File: src/ib_cfg.svh
// instruction buffer configuration
// slot depth, payload widths and the debug instruction encodings
`ifndef IB_CFG_SVH
`define IB_CFG_SVH

`define IB_DEPTH       4

`define INST_W         32
`define CINST_W        16
`define PC_W           31        // pc[31:1]

`define BP_INDEX_W     8
`define BP_GHR_W       8
`define BP_TAG_W       5
`define BP_TOFFSET_W   12

`define DBG_ADDR_W     32

// debug-only fence csr
`define DBG_FENCE_CSR  12'h7c4

// fields of the synthesized debug instructions
`define DBG_OPC_OP     7'b0110011
`define DBG_OPC_SYSTEM 7'b1110011
`define DBG_F3_OR      3'b110
`define DBG_F3_CSRRW   3'b001
`define DBG_F3_CSRRS   3'b010

`endif
File: src/ib_pkg.sv
// instruction buffer types
// buffered instruction entry, branch prediction side data,
// per-slot control from the controller and the debugger command
`include "ib_cfg.svh"

package ib_pkg;

   // one aligned instruction as held in a slot
   typedef struct packed {
      logic [`INST_W-1:0]  inst;
      logic [`CINST_W-1:0] cinst;       // 16b form of a compressed inst
      logic [`PC_W-1:0]    pc;
      logic                pc4;         // 4B inst else 2B
      logic                icaf;        // access fault
      logic [1:0]          icaf_type;
      logic                dbecc;       // double-bit ecc error
      logic                br_valid;    // predicted branch
   } ib_entry_t;

   // btb side data, kept in its own slot array
   typedef struct packed {
      logic [`BP_INDEX_W-1:0]   index;
      logic [`BP_GHR_W-1:0]     ghr;
      logic [`BP_TAG_W-1:0]     tag;
      logic [`BP_TOFFSET_W-1:0] toffset;
   } bp_data_t;

   // where a slot loads from
   typedef enum logic [1:0] {
      LANE0 = 2'd0,     // aligner i0 or debug inst
      LANE1 = 2'd1,     // aligner i1
      UP1   = 2'd2,     // slot above
      UP2   = 2'd3      // two slots above
   } ib_src_e;

   typedef struct packed {
      logic    we;
      ib_src_e src;
   } ib_slot_ctl_t;

   typedef ib_slot_ctl_t [`IB_DEPTH-1:0] ib_ctl_vec_t;

   typedef enum logic [1:0] {
      GPR = 2'd0,
      CSR = 2'd1,
      MEM = 2'd2        // abstract memory access, not handled here
   } dbg_type_e;

   typedef struct packed {
      logic                   valid;
      logic                   write;
      dbg_type_e              cmd_type;
      logic [`DBG_ADDR_W-1:0] addr;      // gpr in [4:0], csr in [11:0]
   } dbg_cmd_t;

endpackage

File: src/ib_top.sv
// instruction buffer top
// four-slot buffer between the aligner and the dual-issue decoder.
// the controller steers writes and shifts, the injector replaces lane 0
// with debug instructions, and two slot arrays hold the instruction
// entries and the branch prediction side data
`timescale 1ns/1ps
`include "ib_cfg.svh"

module ib_top
   import ib_pkg::*;
(
   input  logic                 clk,
   input  logic                 reset,

   input  logic                 i0_valid,
   input  logic                 i1_valid,
   input  ib_entry_t            i0_entry,
   input  ib_entry_t            i1_entry,      // no faults on lane 1
   input  bp_data_t             i0_bp,
   input  bp_data_t             i1_bp,

   input  logic                 dec_i0_decode,
   input  logic                 dec_i1_decode,
   input  logic                 flush,         // from execute
   input  dbg_cmd_t             dbg_cmd,

   output logic [`IB_DEPTH-1:0] ib_valid,      // aligner back-pressure
   output ib_entry_t            i0_entry_d,
   output ib_entry_t            i1_entry_d,
   output bp_data_t             i0_bp_d,
   output bp_data_t             i1_bp_d,
   output logic                 debug_wdata_rs1_d,
   output logic                 debug_fence_d,
   output logic                 i0_debug_valid_d
);

   ib_ctl_vec_t slot_ctl;
   logic        slot0_write;
   logic        dbg_valid;
   ib_entry_t   lane0_entry;

   ib_ctl u_ctl (
      .clk           (clk),
      .reset         (reset),
      .i0_valid      (i0_valid),
      .i1_valid      (i1_valid),
      .dec_i0_decode (dec_i0_decode),
      .dec_i1_decode (dec_i1_decode),
      .flush         (flush),
      .dbg_valid     (dbg_valid),
      .ib_valid      (ib_valid),
      .slot_ctl      (slot_ctl),
      .slot0_write   (slot0_write)
   );

   ib_debug_inject u_debug_inject (
      .clk               (clk),
      .reset             (reset),
      .dbg_cmd           (dbg_cmd),
      .i0_entry          (i0_entry),
      .slot0_write       (slot0_write),
      .slot0_valid       (ib_valid[0]),
      .dbg_valid         (dbg_valid),
      .lane0_entry       (lane0_entry),
      .debug_wdata_rs1_d (debug_wdata_rs1_d),
      .debug_fence_d     (debug_fence_d),
      .i0_debug_valid_d  (i0_debug_valid_d)
   );

   ib_slots #(.payload_t(ib_entry_t)) u_entry_slots (
      .clk      (clk),
      .slot_ctl (slot_ctl),
      .lane0    (lane0_entry),   // i0 or debug inst
      .lane1    (i1_entry),
      .slot0    (i0_entry_d),
      .slot1    (i1_entry_d)
   );

   // side data for a debug inst is don't care
   ib_slots #(.payload_t(bp_data_t)) u_bp_slots (
      .clk      (clk),
      .slot_ctl (slot_ctl),
      .lane0    (i0_bp),
      .lane1    (i1_bp),
      .slot0    (i0_bp_d),
      .slot1    (i1_bp_d)
   );

endmodule

File: src/ib_debug_inject.sv
// debug command injector
// turns a gpr or csr access from the debugger into an or / csrrs /
// csrrw instruction and puts it on lane 0 in place of the aligner's i0.
// write-data-on-rs1, debug fence and debug valid are taken with slot 0
`timescale 1ns/1ps
`include "ib_cfg.svh"

module ib_debug_inject
   import ib_pkg::*;
(
   input  logic      clk,
   input  logic      reset,
   input  dbg_cmd_t  dbg_cmd,
   input  ib_entry_t i0_entry,
   input  logic      slot0_write,
   input  logic      slot0_valid,
   output logic      dbg_valid,
   output ib_entry_t lane0_entry,
   output logic      debug_wdata_rs1_d,
   output logic      debug_fence_d,
   output logic      i0_debug_valid_d
);

   logic               rd_gpr;
   logic               wr_gpr;
   logic               rd_csr;
   logic               wr_csr;
   logic [4:0]         dreg;
   logic [11:0]        dcsr;
   logic [`INST_W-1:0] dbg_inst;
   logic               fence_in;
   logic               dbg_valid_q;

   // memory access is done elsewhere
   assign dbg_valid = dbg_cmd.valid & (dbg_cmd.cmd_type != MEM);

   assign rd_gpr = dbg_valid & ~dbg_cmd.write & (dbg_cmd.cmd_type == GPR);
   assign wr_gpr = dbg_valid &  dbg_cmd.write & (dbg_cmd.cmd_type == GPR);
   assign rd_csr = dbg_valid & ~dbg_cmd.write & (dbg_cmd.cmd_type == CSR);
   assign wr_csr = dbg_valid &  dbg_cmd.write & (dbg_cmd.cmd_type == CSR);

   assign dreg = dbg_cmd.addr[4:0];
   assign dcsr = dbg_cmd.addr[11:0];

   always_comb begin
      dbg_inst = '0;
      if (rd_gpr) begin
         // or x0,reg,x0   register read lands on rs1
         dbg_inst = {12'h000, dreg, `DBG_F3_OR, 5'd0, `DBG_OPC_OP};
      end else if (wr_gpr) begin
         // or reg,x0,x0   write data is forced onto rs1
         dbg_inst = {7'd0, 5'd0, 5'd0, `DBG_F3_OR, dreg, `DBG_OPC_OP};
      end else if (rd_csr) begin
         dbg_inst = {dcsr, 5'd0, `DBG_F3_CSRRS, 5'd0, `DBG_OPC_SYSTEM};  // csrrs x0,csr,x0
      end else if (wr_csr) begin
         dbg_inst = {dcsr, 5'd0, `DBG_F3_CSRRW, 5'd0, `DBG_OPC_SYSTEM};  // csrrw x0,csr,x0
      end
   end

   // debug inst carries no faults and no prediction
   always_comb begin
      lane0_entry = i0_entry;
      if (dbg_valid) begin
         lane0_entry.inst      = dbg_inst;
         lane0_entry.icaf      = 1'b0;
         lane0_entry.icaf_type = 2'b00;
         lane0_entry.dbecc     = 1'b0;
         lane0_entry.br_valid  = 1'b0;
      end
   end

   assign fence_in = wr_csr & (dcsr == `DBG_FENCE_CSR);

   always_ff @(posedge clk) begin
      if (reset) begin
         debug_wdata_rs1_d <= 1'b0;
         debug_fence_d     <= 1'b0;
         dbg_valid_q       <= 1'b0;
      end else if (slot0_write) begin
         debug_wdata_rs1_d <= wr_gpr | wr_csr;
         debug_fence_d     <= fence_in;
         dbg_valid_q       <= dbg_valid;
      end
   end

   assign i0_debug_valid_d = dbg_valid_q & slot0_valid;

endmodule

File: src/ib_slots.sv
// shifting slot array
// IB_DEPTH payload registers. each one loads lane 0, lane 1 or the
// entry one or two slots above when its write enable is set; the
// two oldest slots go out to decode. serves entries and bp side data
`timescale 1ns/1ps
`include "ib_cfg.svh"

module ib_slots
   import ib_pkg::*;
#(
   parameter type payload_t = logic
) (
   input  logic        clk,
   input  ib_ctl_vec_t slot_ctl,
   input  payload_t    lane0,
   input  payload_t    lane1,
   output payload_t    slot0,
   output payload_t    slot1
);

   payload_t slot_q [`IB_DEPTH];

   for (genvar k = 0; k < `IB_DEPTH; k++) begin : g_slot
      payload_t up1;
      payload_t up2;
      payload_t nxt;

      // top slots have nothing above and the controller never picks UP there
      if (k + 1 < `IB_DEPTH) begin : g_up1
         assign up1 = slot_q[k+1];
      end else begin : g_up1_none
         assign up1 = lane1;
      end

      if (k + 2 < `IB_DEPTH) begin : g_up2
         assign up2 = slot_q[k+2];
      end else begin : g_up2_none
         assign up2 = lane1;
      end

      always_comb begin
         case (slot_ctl[k].src)
            LANE0:   nxt = lane0;
            LANE1:   nxt = lane1;
            UP1:     nxt = up1;
            default: nxt = up2;
         endcase
      end

      always_ff @(posedge clk) begin
         if (slot_ctl[k].we) begin
            slot_q[k] <= nxt;
         end
      end
   end

   assign slot0 = slot_q[0];   // i0 at decode
   assign slot1 = slot_q[1];   // i1 at decode

endmodule

File: src/ib_ctl.sv
// instruction buffer controller
// holds the slot valids and the registered flush, turns the decode
// enables into a shift of 0, 1 or 2 and places the accepted lanes in
// the first free slots after that shift. a debug command is a lane 0
// write that may only land in slot 0
`timescale 1ns/1ps
`include "ib_cfg.svh"

module ib_ctl
   import ib_pkg::*;
(
   input  logic                 clk,
   input  logic                 reset,
   input  logic                 i0_valid,
   input  logic                 i1_valid,
   input  logic                 dec_i0_decode,
   input  logic                 dec_i1_decode,
   input  logic                 flush,
   input  logic                 dbg_valid,
   output logic [`IB_DEPTH-1:0] ib_valid,
   output ib_ctl_vec_t          slot_ctl,
   output logic                 slot0_write
);

   logic                 flush_q;
   logic                 shift1;
   logic                 shift2;
   logic                 i0_acc;
   logic                 i1_acc;
   logic                 dbg_wr;
   logic [`IB_DEPTH-1:0] shift_val;    // valids once decoded entries leave
   logic [`IB_DEPTH-1:0] first_free;   // one-hot
   logic [`IB_DEPTH-1:0] i0_wr;
   logic [`IB_DEPTH-1:0] i1_wr;
   logic [`IB_DEPTH-1:0] l0_wr;
   logic [`IB_DEPTH+1:0] val_ext;      // two empty slots past the top
   logic [`IB_DEPTH-1:0] up1;
   logic [`IB_DEPTH-1:0] up2;
   logic [`IB_DEPTH-1:0] valid_in;

   // flush from execute arrives late, take it a cycle later
   always_ff @(posedge clk) begin
      if (reset) begin
         flush_q <= 1'b0;
      end else begin
         flush_q <= flush;
      end
   end

   assign shift1 = dec_i0_decode ^ dec_i1_decode;
   assign shift2 = dec_i0_decode & dec_i1_decode;

   always_comb begin
      shift_val = ib_valid;
      if (shift2) begin
         shift_val = ib_valid >> 2;
      end else if (shift1) begin
         shift_val = ib_valid >> 1;
      end
   end

   // room is judged on the valids before the shift
   assign i0_acc = i0_valid & ~ib_valid[`IB_DEPTH-1] & ~flush_q & ~dbg_valid;
   assign i1_acc = i1_valid & ~ib_valid[`IB_DEPTH-2] & ~flush_q & ~dbg_valid;

   assign first_free = {shift_val[`IB_DEPTH-2:0], 1'b1} & ~shift_val;

   assign i0_wr  = first_free & {`IB_DEPTH{i0_acc}};
   assign i1_wr  = {first_free[`IB_DEPTH-2:0], 1'b0} & {`IB_DEPTH{i1_acc}};
   assign dbg_wr = dbg_valid & ~shift_val[0];   // only into an empty buffer
   assign l0_wr  = i0_wr | {{(`IB_DEPTH-1){1'b0}}, dbg_wr};

   // a slot takes from above only if that slot holds something
   assign val_ext = {2'b00, ib_valid};
   assign up1     = {`IB_DEPTH{shift1}} & val_ext[`IB_DEPTH:1];
   assign up2     = {`IB_DEPTH{shift2}} & val_ext[`IB_DEPTH+1:2];

   // lane targets sit above every shifted entry, so the sources never overlap
   always_comb begin
      for (int k = 0; k < `IB_DEPTH; k++) begin
         slot_ctl[k].we = l0_wr[k] | i1_wr[k] | up1[k] | up2[k];
         if (i1_wr[k]) begin
            slot_ctl[k].src = LANE1;
         end else if (up1[k]) begin
            slot_ctl[k].src = UP1;
         end else if (up2[k]) begin
            slot_ctl[k].src = UP2;
         end else begin
            slot_ctl[k].src = LANE0;
         end
      end
   end

   assign valid_in = (shift_val | l0_wr | i1_wr) & ~{`IB_DEPTH{flush_q}};

   always_ff @(posedge clk) begin
      if (reset) begin
         ib_valid <= '0;
      end else begin
         ib_valid <= valid_in;
      end
   end

   assign slot0_write = slot_ctl[0].we;  // debug flags load with slot 0

endmodule

File: config.mk
export PLATFORM = sky130hd
export DESIGN_NAME = ib_top
export DESIGN_NICKNAME = d
export VERILOG_FILES = /design/src/ib_pkg.sv /design/src/ib_top.sv /design/src/ib_debug_inject.sv /design/src/ib_slots.sv /design/src/ib_ctl.sv
export VERILOG_INCLUDE_DIRS = /design/src
export SDC_FILE = /design/constraint.sdc
export NUM_CORES = 1
export LEC_CHECK = 0
export BUFFER_PORTS_ARGS = -buffer_cell sky130_fd_sc_hd__buf_4
export CAP_MARGIN = 20
export CORE_ASPECT_RATIO = 1.5
export CORE_MARGIN = 2
export CORE_UTILIZATION = 50
export CTS_CLUSTER_DIAMETER = 50
export DETAILED_ROUTE_END_ITERATION = 8
export PLACE_DENSITY_LB_ADDON = 0.2
export SETUP_SLACK_MARGIN = 0.4
export SLEW_MARGIN = 15
export SYNTH_ARGS = -nofsm -noshare
export SYNTH_HDL_FRONTEND = slang
export SYNTH_SLANG_ARGS = --single-unit
File: constraint.sdc
create_clock -name clk -period 14.8 [get_ports clk]
set_clock_uncertainty 0.1 [all_clocks]
set_input_delay 1.48 -clock clk [delete_from_list [all_inputs] [get_ports clk]]
set_output_delay 1.48 -clock clk [all_outputs]
set_load 0.02 [all_outputs]
==> results of run 1 <==
## through the flow
step / setup WS, ns / cell area (um^2) / hold WS [ns] / util (%)
after detailed placement: 9.286 / 29270 / 0.3742 / 58.20
after global placement: 9.330 / 29270 / 0.3647 / 58.20
after global routing: 9.758 / 30870 / 0.4140 / 61.38
final: 9.744 / 30870 / 0.3825 / 61.38
after CTS: 9.885 / 30810 / 0.3867 / 61.26
after floorplan: 3.267 / 25310 / 0.3729 / -
## synthesized netlist by cell type (2+ instances only)
cell type,count
o31a_1,2
mux2_1,118
o31ai_1,9
nor2_1,134
and2_1,17
nor3b_1,3
buf_1,8
a22oi_1,56
mux2_2,121
clkbuf_1,111
edfxtp_1,472
nand2b_1,8
nor3_1,31
a21oi_1,18
nor4bb_1,2
a32o_1,3
nand3b_1,2
and3_1,13
and3b_1,7
dfxtp_1,8
inv_2,2
or2_2,2
a221o_1,13
o32a_1,4
buf_4,11
o21ai_0,50
buf_6,15
buf_2,54
a31oi_1,119
mux2i_1,14
o2111ai_1,2
a21boi_0,4
nand2_1,525
a32oi_1,96
inv_1,6
a41oi_1,3
a211oi_1,4
a2bb2oi_1,44
nor2b_1,13
nand3_1,98
a21o_1,9
a311oi_1,5
o211ai_1,14
## cell families (layout without fill, tap and decap cells)
logic type | after synthesis | in the layout | share of synthesized area [%]
buffers and inverters | 207 | 626 | 3.945
AND/OR/NAND/NOR | 865 | 865 | 14.49
AO/OA/AOI/OAI | 465 | 465 | 13.69
adder cells (fa/ha/maj) | 1 | 1 | 0.04943
flip-flops | 480 | 480 | 56.64
other | 0 | 12 | 0
multiplexers | 253 | 253 | 11.19
## power by group
part	total (W)	internal [W]	switching (W)	leakage, nW
combinational	0.000631	0.000249	0.000382	6.61
clock	0.00124	0.000698	0.000537	0.757
sequential	0.00168	0.00163	0.0000471	4.49
## worst max-delay path, cell delays in order
cell     delay [ns]
buf_4          0.33
inv_2          0.33
o21ai_4        0.22
buf_4          0.59
buf_4          0.92
nand2_4        0.91
o32a_1         0.40
## routing by layer
layer | vias to the layer above | global-route usage, % | part of all wire, %
met5 | - | 0 | 0.025
met2 | 1457 | 53.82 | 49
met3 | 273 | 6.953 | 9.9
met1 | 10435 | 38.41 | 36
li1 | 9353 | - | -
met4 | 4 | 19.22 | 5.6
## registers in the layout, indices dropped and copies added, names as in the netlist
| name | count |
|---|---|
| u_entry_slots.slot_q | 340 |
| u_debug_inject.dbg_valid_q | 1 |
| u_bp_slots.slot_q | 132 |
| u_debug_inject.debug_fence_d | 1 |
| u_ctl.flush_q | 1 |
| u_ctl.ib_valid | 4 |
| u_debug_inject.debug_wdata_rs1_d | 1 |
## path summary, 6_finish.rpt
kind / start / cells after the start / slack (ns) / end
hold / removal: u_debug_inject.debug_wdata_rs1_d / 2 / 0.38 / u_debug_inject.debug_wdata_rs1_d
setup reg to reg: u_ctl.ib_valid[2] / 6 / 10.67 / u_entry_slots.slot_q[1][81]
setup / recovery: dbg_cmd[35] / 7 / 9.74 / u_entry_slots.slot_q[1][81]
hold reg to reg: u_debug_inject.debug_wdata_rs1_d / 2 / 0.38 / u_debug_inject.debug_wdata_rs1_d
## final cells by class
type	count	area [um^2]
Fill cell	4233	19430
Sequential cell	480	14330
Multi-Input combinational cell	1584	10080
Timing Repair Buffer	531	4019
Clock buffer	59	1274
Tap cell	669	837.1
Clock inverter	28	264.0
Inverter	8	30.03
Antenna cell	12	30.03
==> metrics.md, run 1 <==
| Metric | Value |
|---|---|
| Hpwl dp | 50.55 mm |
| Post-CTS Setup Repair Bufs | 0 |
| Slew Limit Fails | 0 |
| # nets final | 2933 |
| Setup violations, final | 0 |
| Final worst-path cycle share | 34.17% |
| Max FO, Critical Path | 69 |
| DRC violations left | 0 |
| Max-Slew Margin vs Limit | 22.38% |
| P_leak | 11.86 nW |
| Slew @ Worst Pin | 1.164 ns |
| Run status | finished, final reports clean |
| Yosys top cell area share | 56.01% |
| Post-synth EDFFs | 472 |
| Mapped Nets | 2551 |
| Area Overhead vs Synth | 21.98% |
| Critical Path Source Type | primary input |
| HP Class | reg2reg |
| Wire per inst | 26.13 um |
| Chip height | 279.5 um |
| Dpl cells | 3271 |
| Sequential area share after synthesis | 56.64% |
| Initial DRC count | 2130 |
| Tot Pwr | 0.003545 W |
| DIE WIDTH | 187.7 um |
| Final hold viol count | 0 |
| Initial Utilization | 50.32% |
| CTS tree | done |
| Io pins | 522 |
| Final non-filler cell total | 3371 |
| Peak supply drop | 0.1122 mV |
| Yosys warnings | 0 |
| Tot GR Track Use | 32.25% |
| Synth cell types | 64 |
| First-pass GRT wire length | 129.6 mm |
| Final antenna-violating net count | 0 |
| Clock Latency Late Sink | 0.57 ns |
| Row count | 101 |
| Worst EP required | 15.01 ns |
| # hold bufs at CTS | 0 |
| Post_cts resized | 0 |
| Inserted Clock Buffers | 48 |
| Commonest cells after routing, fill and taps aside | buf_4, nand2_1, edfxtp_1, nor2_1, mux2_2 |
| Root Buffer Master | clkbuf_16 |
| Fraction of registers with async set/reset | 0% |
| Initial antenna violation count | 14 |
| CP Data Arrival Time | 5.26 ns |
| Share of cells above drive strength 1 | 27.88% |
| Vias | 21522 |
| Final wirelength | 88.07 mm |
| GPL Wtd Cong | 0.8365 |
| Number of clock sinks | 480 |
| DRT Pass-1 Iters | 6 |
| DIE AREA | 0.05247 mm^2 |
| Pwr dens | 114.8 mW/mm^2 |
| Grt total ovfl | 0 |
| Avg Cell Area, Syn | 11.14 um^2 |
| Setup total negative slack | 0 ns |
| Max H-tree Level | 2 |
| Number of buffers inserted by port buffering | 501 |
| Synth Register Bits | 480 |
| Mapped Area | 0.02531 mm^2 |
| Fmax | 197.8 MHz |
| Core area | 0.05030 mm^2 |
| Most common cell after layout, fill and taps aside | buf_4 |
| Max-Cap Viols | 0 |
| Top post-synthesis cells by area | edfxtp_1, nand2_1, mux2_2, mux2_1, a32oi_1 |
| Area leader, netlist | edfxtp_1 |
| Vias in the first global route | 21766 |
| Minimum clock period | 5.056 ns |
| RSZ-0062 raised after global routing | no |
| Pin count of the biggest net entering global routing | 120 |
| Main flop type after synthesis | edfxtp_1 |
| Via-to-Cell Ratio | 6.384 |
| Gate Count Post-Synth | 2271 |
| Critical path type | in2reg |
| Clock tree buffer depth | 3 |
| Clock slew at reported path FFs | 0.06 ns |
| Critical path endpoint category | register |
Power figures use the tool's default switching activity.
==> run 2, diff against run 1 <==
Clock period 14.8 ns to 4 ns, I/O delays scaled along.
==> run 2 against run 1 <==
- first-iteration DRC count grew 11%
- non-clock buffer count is 21 higher
- die area did not move
- highest routed layer unchanged
==> metrics.md, run 2 (same netlist as run 1, synthesis figures left out) <==
| Metric | Value |
|---|---|
| Area Overhead vs Synth | 23.52% |
| GR Util met1 | 38.23% |
| Row count | 101 |
| Share of cells above drive strength 1 | 28.16% |
| Initial DRC count | 2371 |
| Final worst-path cycle share | 77.18% |
| Clock tree buffer depth | 3 |
| Pwr dens | 415.6 mW/mm^2 |
| Pin count of the biggest net entering global routing | 160 |
| Minimum clock period | 3.087 ns |
| Max H-tree Level | 2 |
| Worst r2r path cells | 5 |
| Initial Utilization | 50.32% |
| Io pins | 522 |
| HP Class | in2reg |
| Vias | 21368 |
| Slowest CP cell | dfxtp_1 |
| Initial antenna violation count | 16 |
| Root Buffer Master | clkbuf_16 |
| DRC violations left | 0 |
| DRT Pass-1 Iters | 5 |
| Wire per inst | 25.55 um |
| CP Data Arrival Time | 3.20 ns |
| Largest regs | u_entry_slots.slot_q x340, u_bp_slots.slot_q x132, u_ctl.ib_valid x4 |
| Fmax | 323.9 MHz |
| Final wirelength | 86.77 mm |
| Vias in the first global route | 21001 |
| Met3 usage | 6.439% |
| Max-Slew Margin vs Limit | 28.40% |
| Final non-filler cell total | 3396 |
| Final antenna-violating net count | 0 |
| DIE AREA | 0.05247 mm^2 |
| Met2 Usage GRT | 52.63% |
| Max FFs per register | 340 |
| Chip height | 279.5 um |
| Post-layout util | 62.15% |
| Critical Path Source Type | register |
| Post-place instance area | 0.02972 mm^2 |
| Inserted Clock Buffers | 48 |
| DIE WIDTH | 187.7 um |
| Tot Pwr | 0.01299 W |
| GPL Wtd Cong | 0.8562 |
| # nets final | 2954 |
| Setup violations, final | 0 |
| Most common cell after layout, fill and taps aside | buf_4 |
| Dpl cells | 3290 |
| Hold Worst Slack | 0.02540 ns |
| RSZ-0062 raised after global routing | no |
| Setup slack, reg-to-reg | 0.91 ns |
| CTS tree | done |
| Final hold viol count | 0 |
| Critical path endpoint category | register |
| Critical path type | reg2reg |
| Cell family with most CP delay | simple AND/OR/NAND/NOR gates |
| Biggest register | u_entry_slots.slot_q |
| Clock Latency Late Sink | 0.58 ns |
| Max FO, Critical Path | 62 |
| Commonest cells after routing, fill and taps aside | buf_4, nand2_1, edfxtp_1, nor2_1 |
| Hpwl dp | 52.22 mm |
| Worst EP required | 4.12 ns |
| Buf+Inv Stages, Crit Path | 1 |
| Critical path's largest stage delay | 0.76 ns |
| First-pass GRT wire length | 127.1 mm |
| Fin area | 0.03126 mm^2 |
| Slew @ Worst Pin | 1.073 ns |
| Grt total ovfl | 0 |
| Slew Limit Fails | 0 |
| Worst path cell trace | nand4bb_1 > o311a_4 > nor2_1 > or3_4 > buf_12 |
| Number of buffers inserted by port buffering | 501 |
| Post-CTS Setup Repair Bufs | 0 |
| Worst path depth | 5 |
| Via-to-Cell Ratio | 6.292 |
| Run status | finished, final reports clean |
| Clock slew at reported path FFs | 0.06 ns |
| Cells on Worst Hold Path | 2 |
| GR peak layer | met2 |
| Number of clock sinks | 480 |
| P_leak | 12.01 nW |
| Peak supply drop | 0.3018 mV |
| Tot GR Track Use | 31.67% |
| Core area | 0.05030 mm^2 |
| Max-Cap Viols | 0 |
[run 2: final cells by class]
class                      instances  area (um^2)
fill                            4097        19040
sequential                       480        14330
multi-input combinational       1584        10140
timing repair buffer             552         4409
clock buffer                      66         1310
tap                              669        837.1
clock inverter                    23        166.4
antenna                           14        35.03
inverter                           8        30.03
[run 2: layer usage]
layer	wire length, um	share of wire, %	vias up
met4	4915	5.7	4
met5	17	0.020	-
met3	8514	9.8	263
met1	31200	36	10297
li1	-	-	9399
met2	42120	49	1405
[run 2: repair_timing]
item / in CTS / in global routing
setup endpoints to repair: 0 / 0
gates resized for setup: 0 / 0
hold buffers: 3 / 0
endpoints found under the hold margin: 2 / 0
[run 2: where the power goes]
group / total [W] / switching (W) / internal (W)
Combinational: 0.00237 / 0.00140 / 0.000968
Clock: 0.00440 / 0.00198 / 0.00242
Sequential: 0.00622 / 0.000188 / 0.00604
[run 2: through the flow]
step,setup WS (ns),setup TNS [ns]
2_1_floorplan,-3.734,-443.50
3_3_place_gp,0.7238,0
3_5_place_dp,0.6881,0
4_1_cts,0.9225,0
5_1_grt,0.7722,0
6_report,0.9128,0
[run 2: final timing paths]
check,startpoint,to
worst min-delay path,i1_bp[14],u_bp_slots.slot_q[2][14]
worst max register to register,u_ctl.ib_valid[2],u_bp_slots.slot_q[2][1]
worst max-delay path,u_ctl.ib_valid[2],u_bp_slots.slot_q[2][1]
worst min register to register,u_debug_inject.debug_wdata_rs1_d,u_debug_inject.debug_wdata_rs1_d
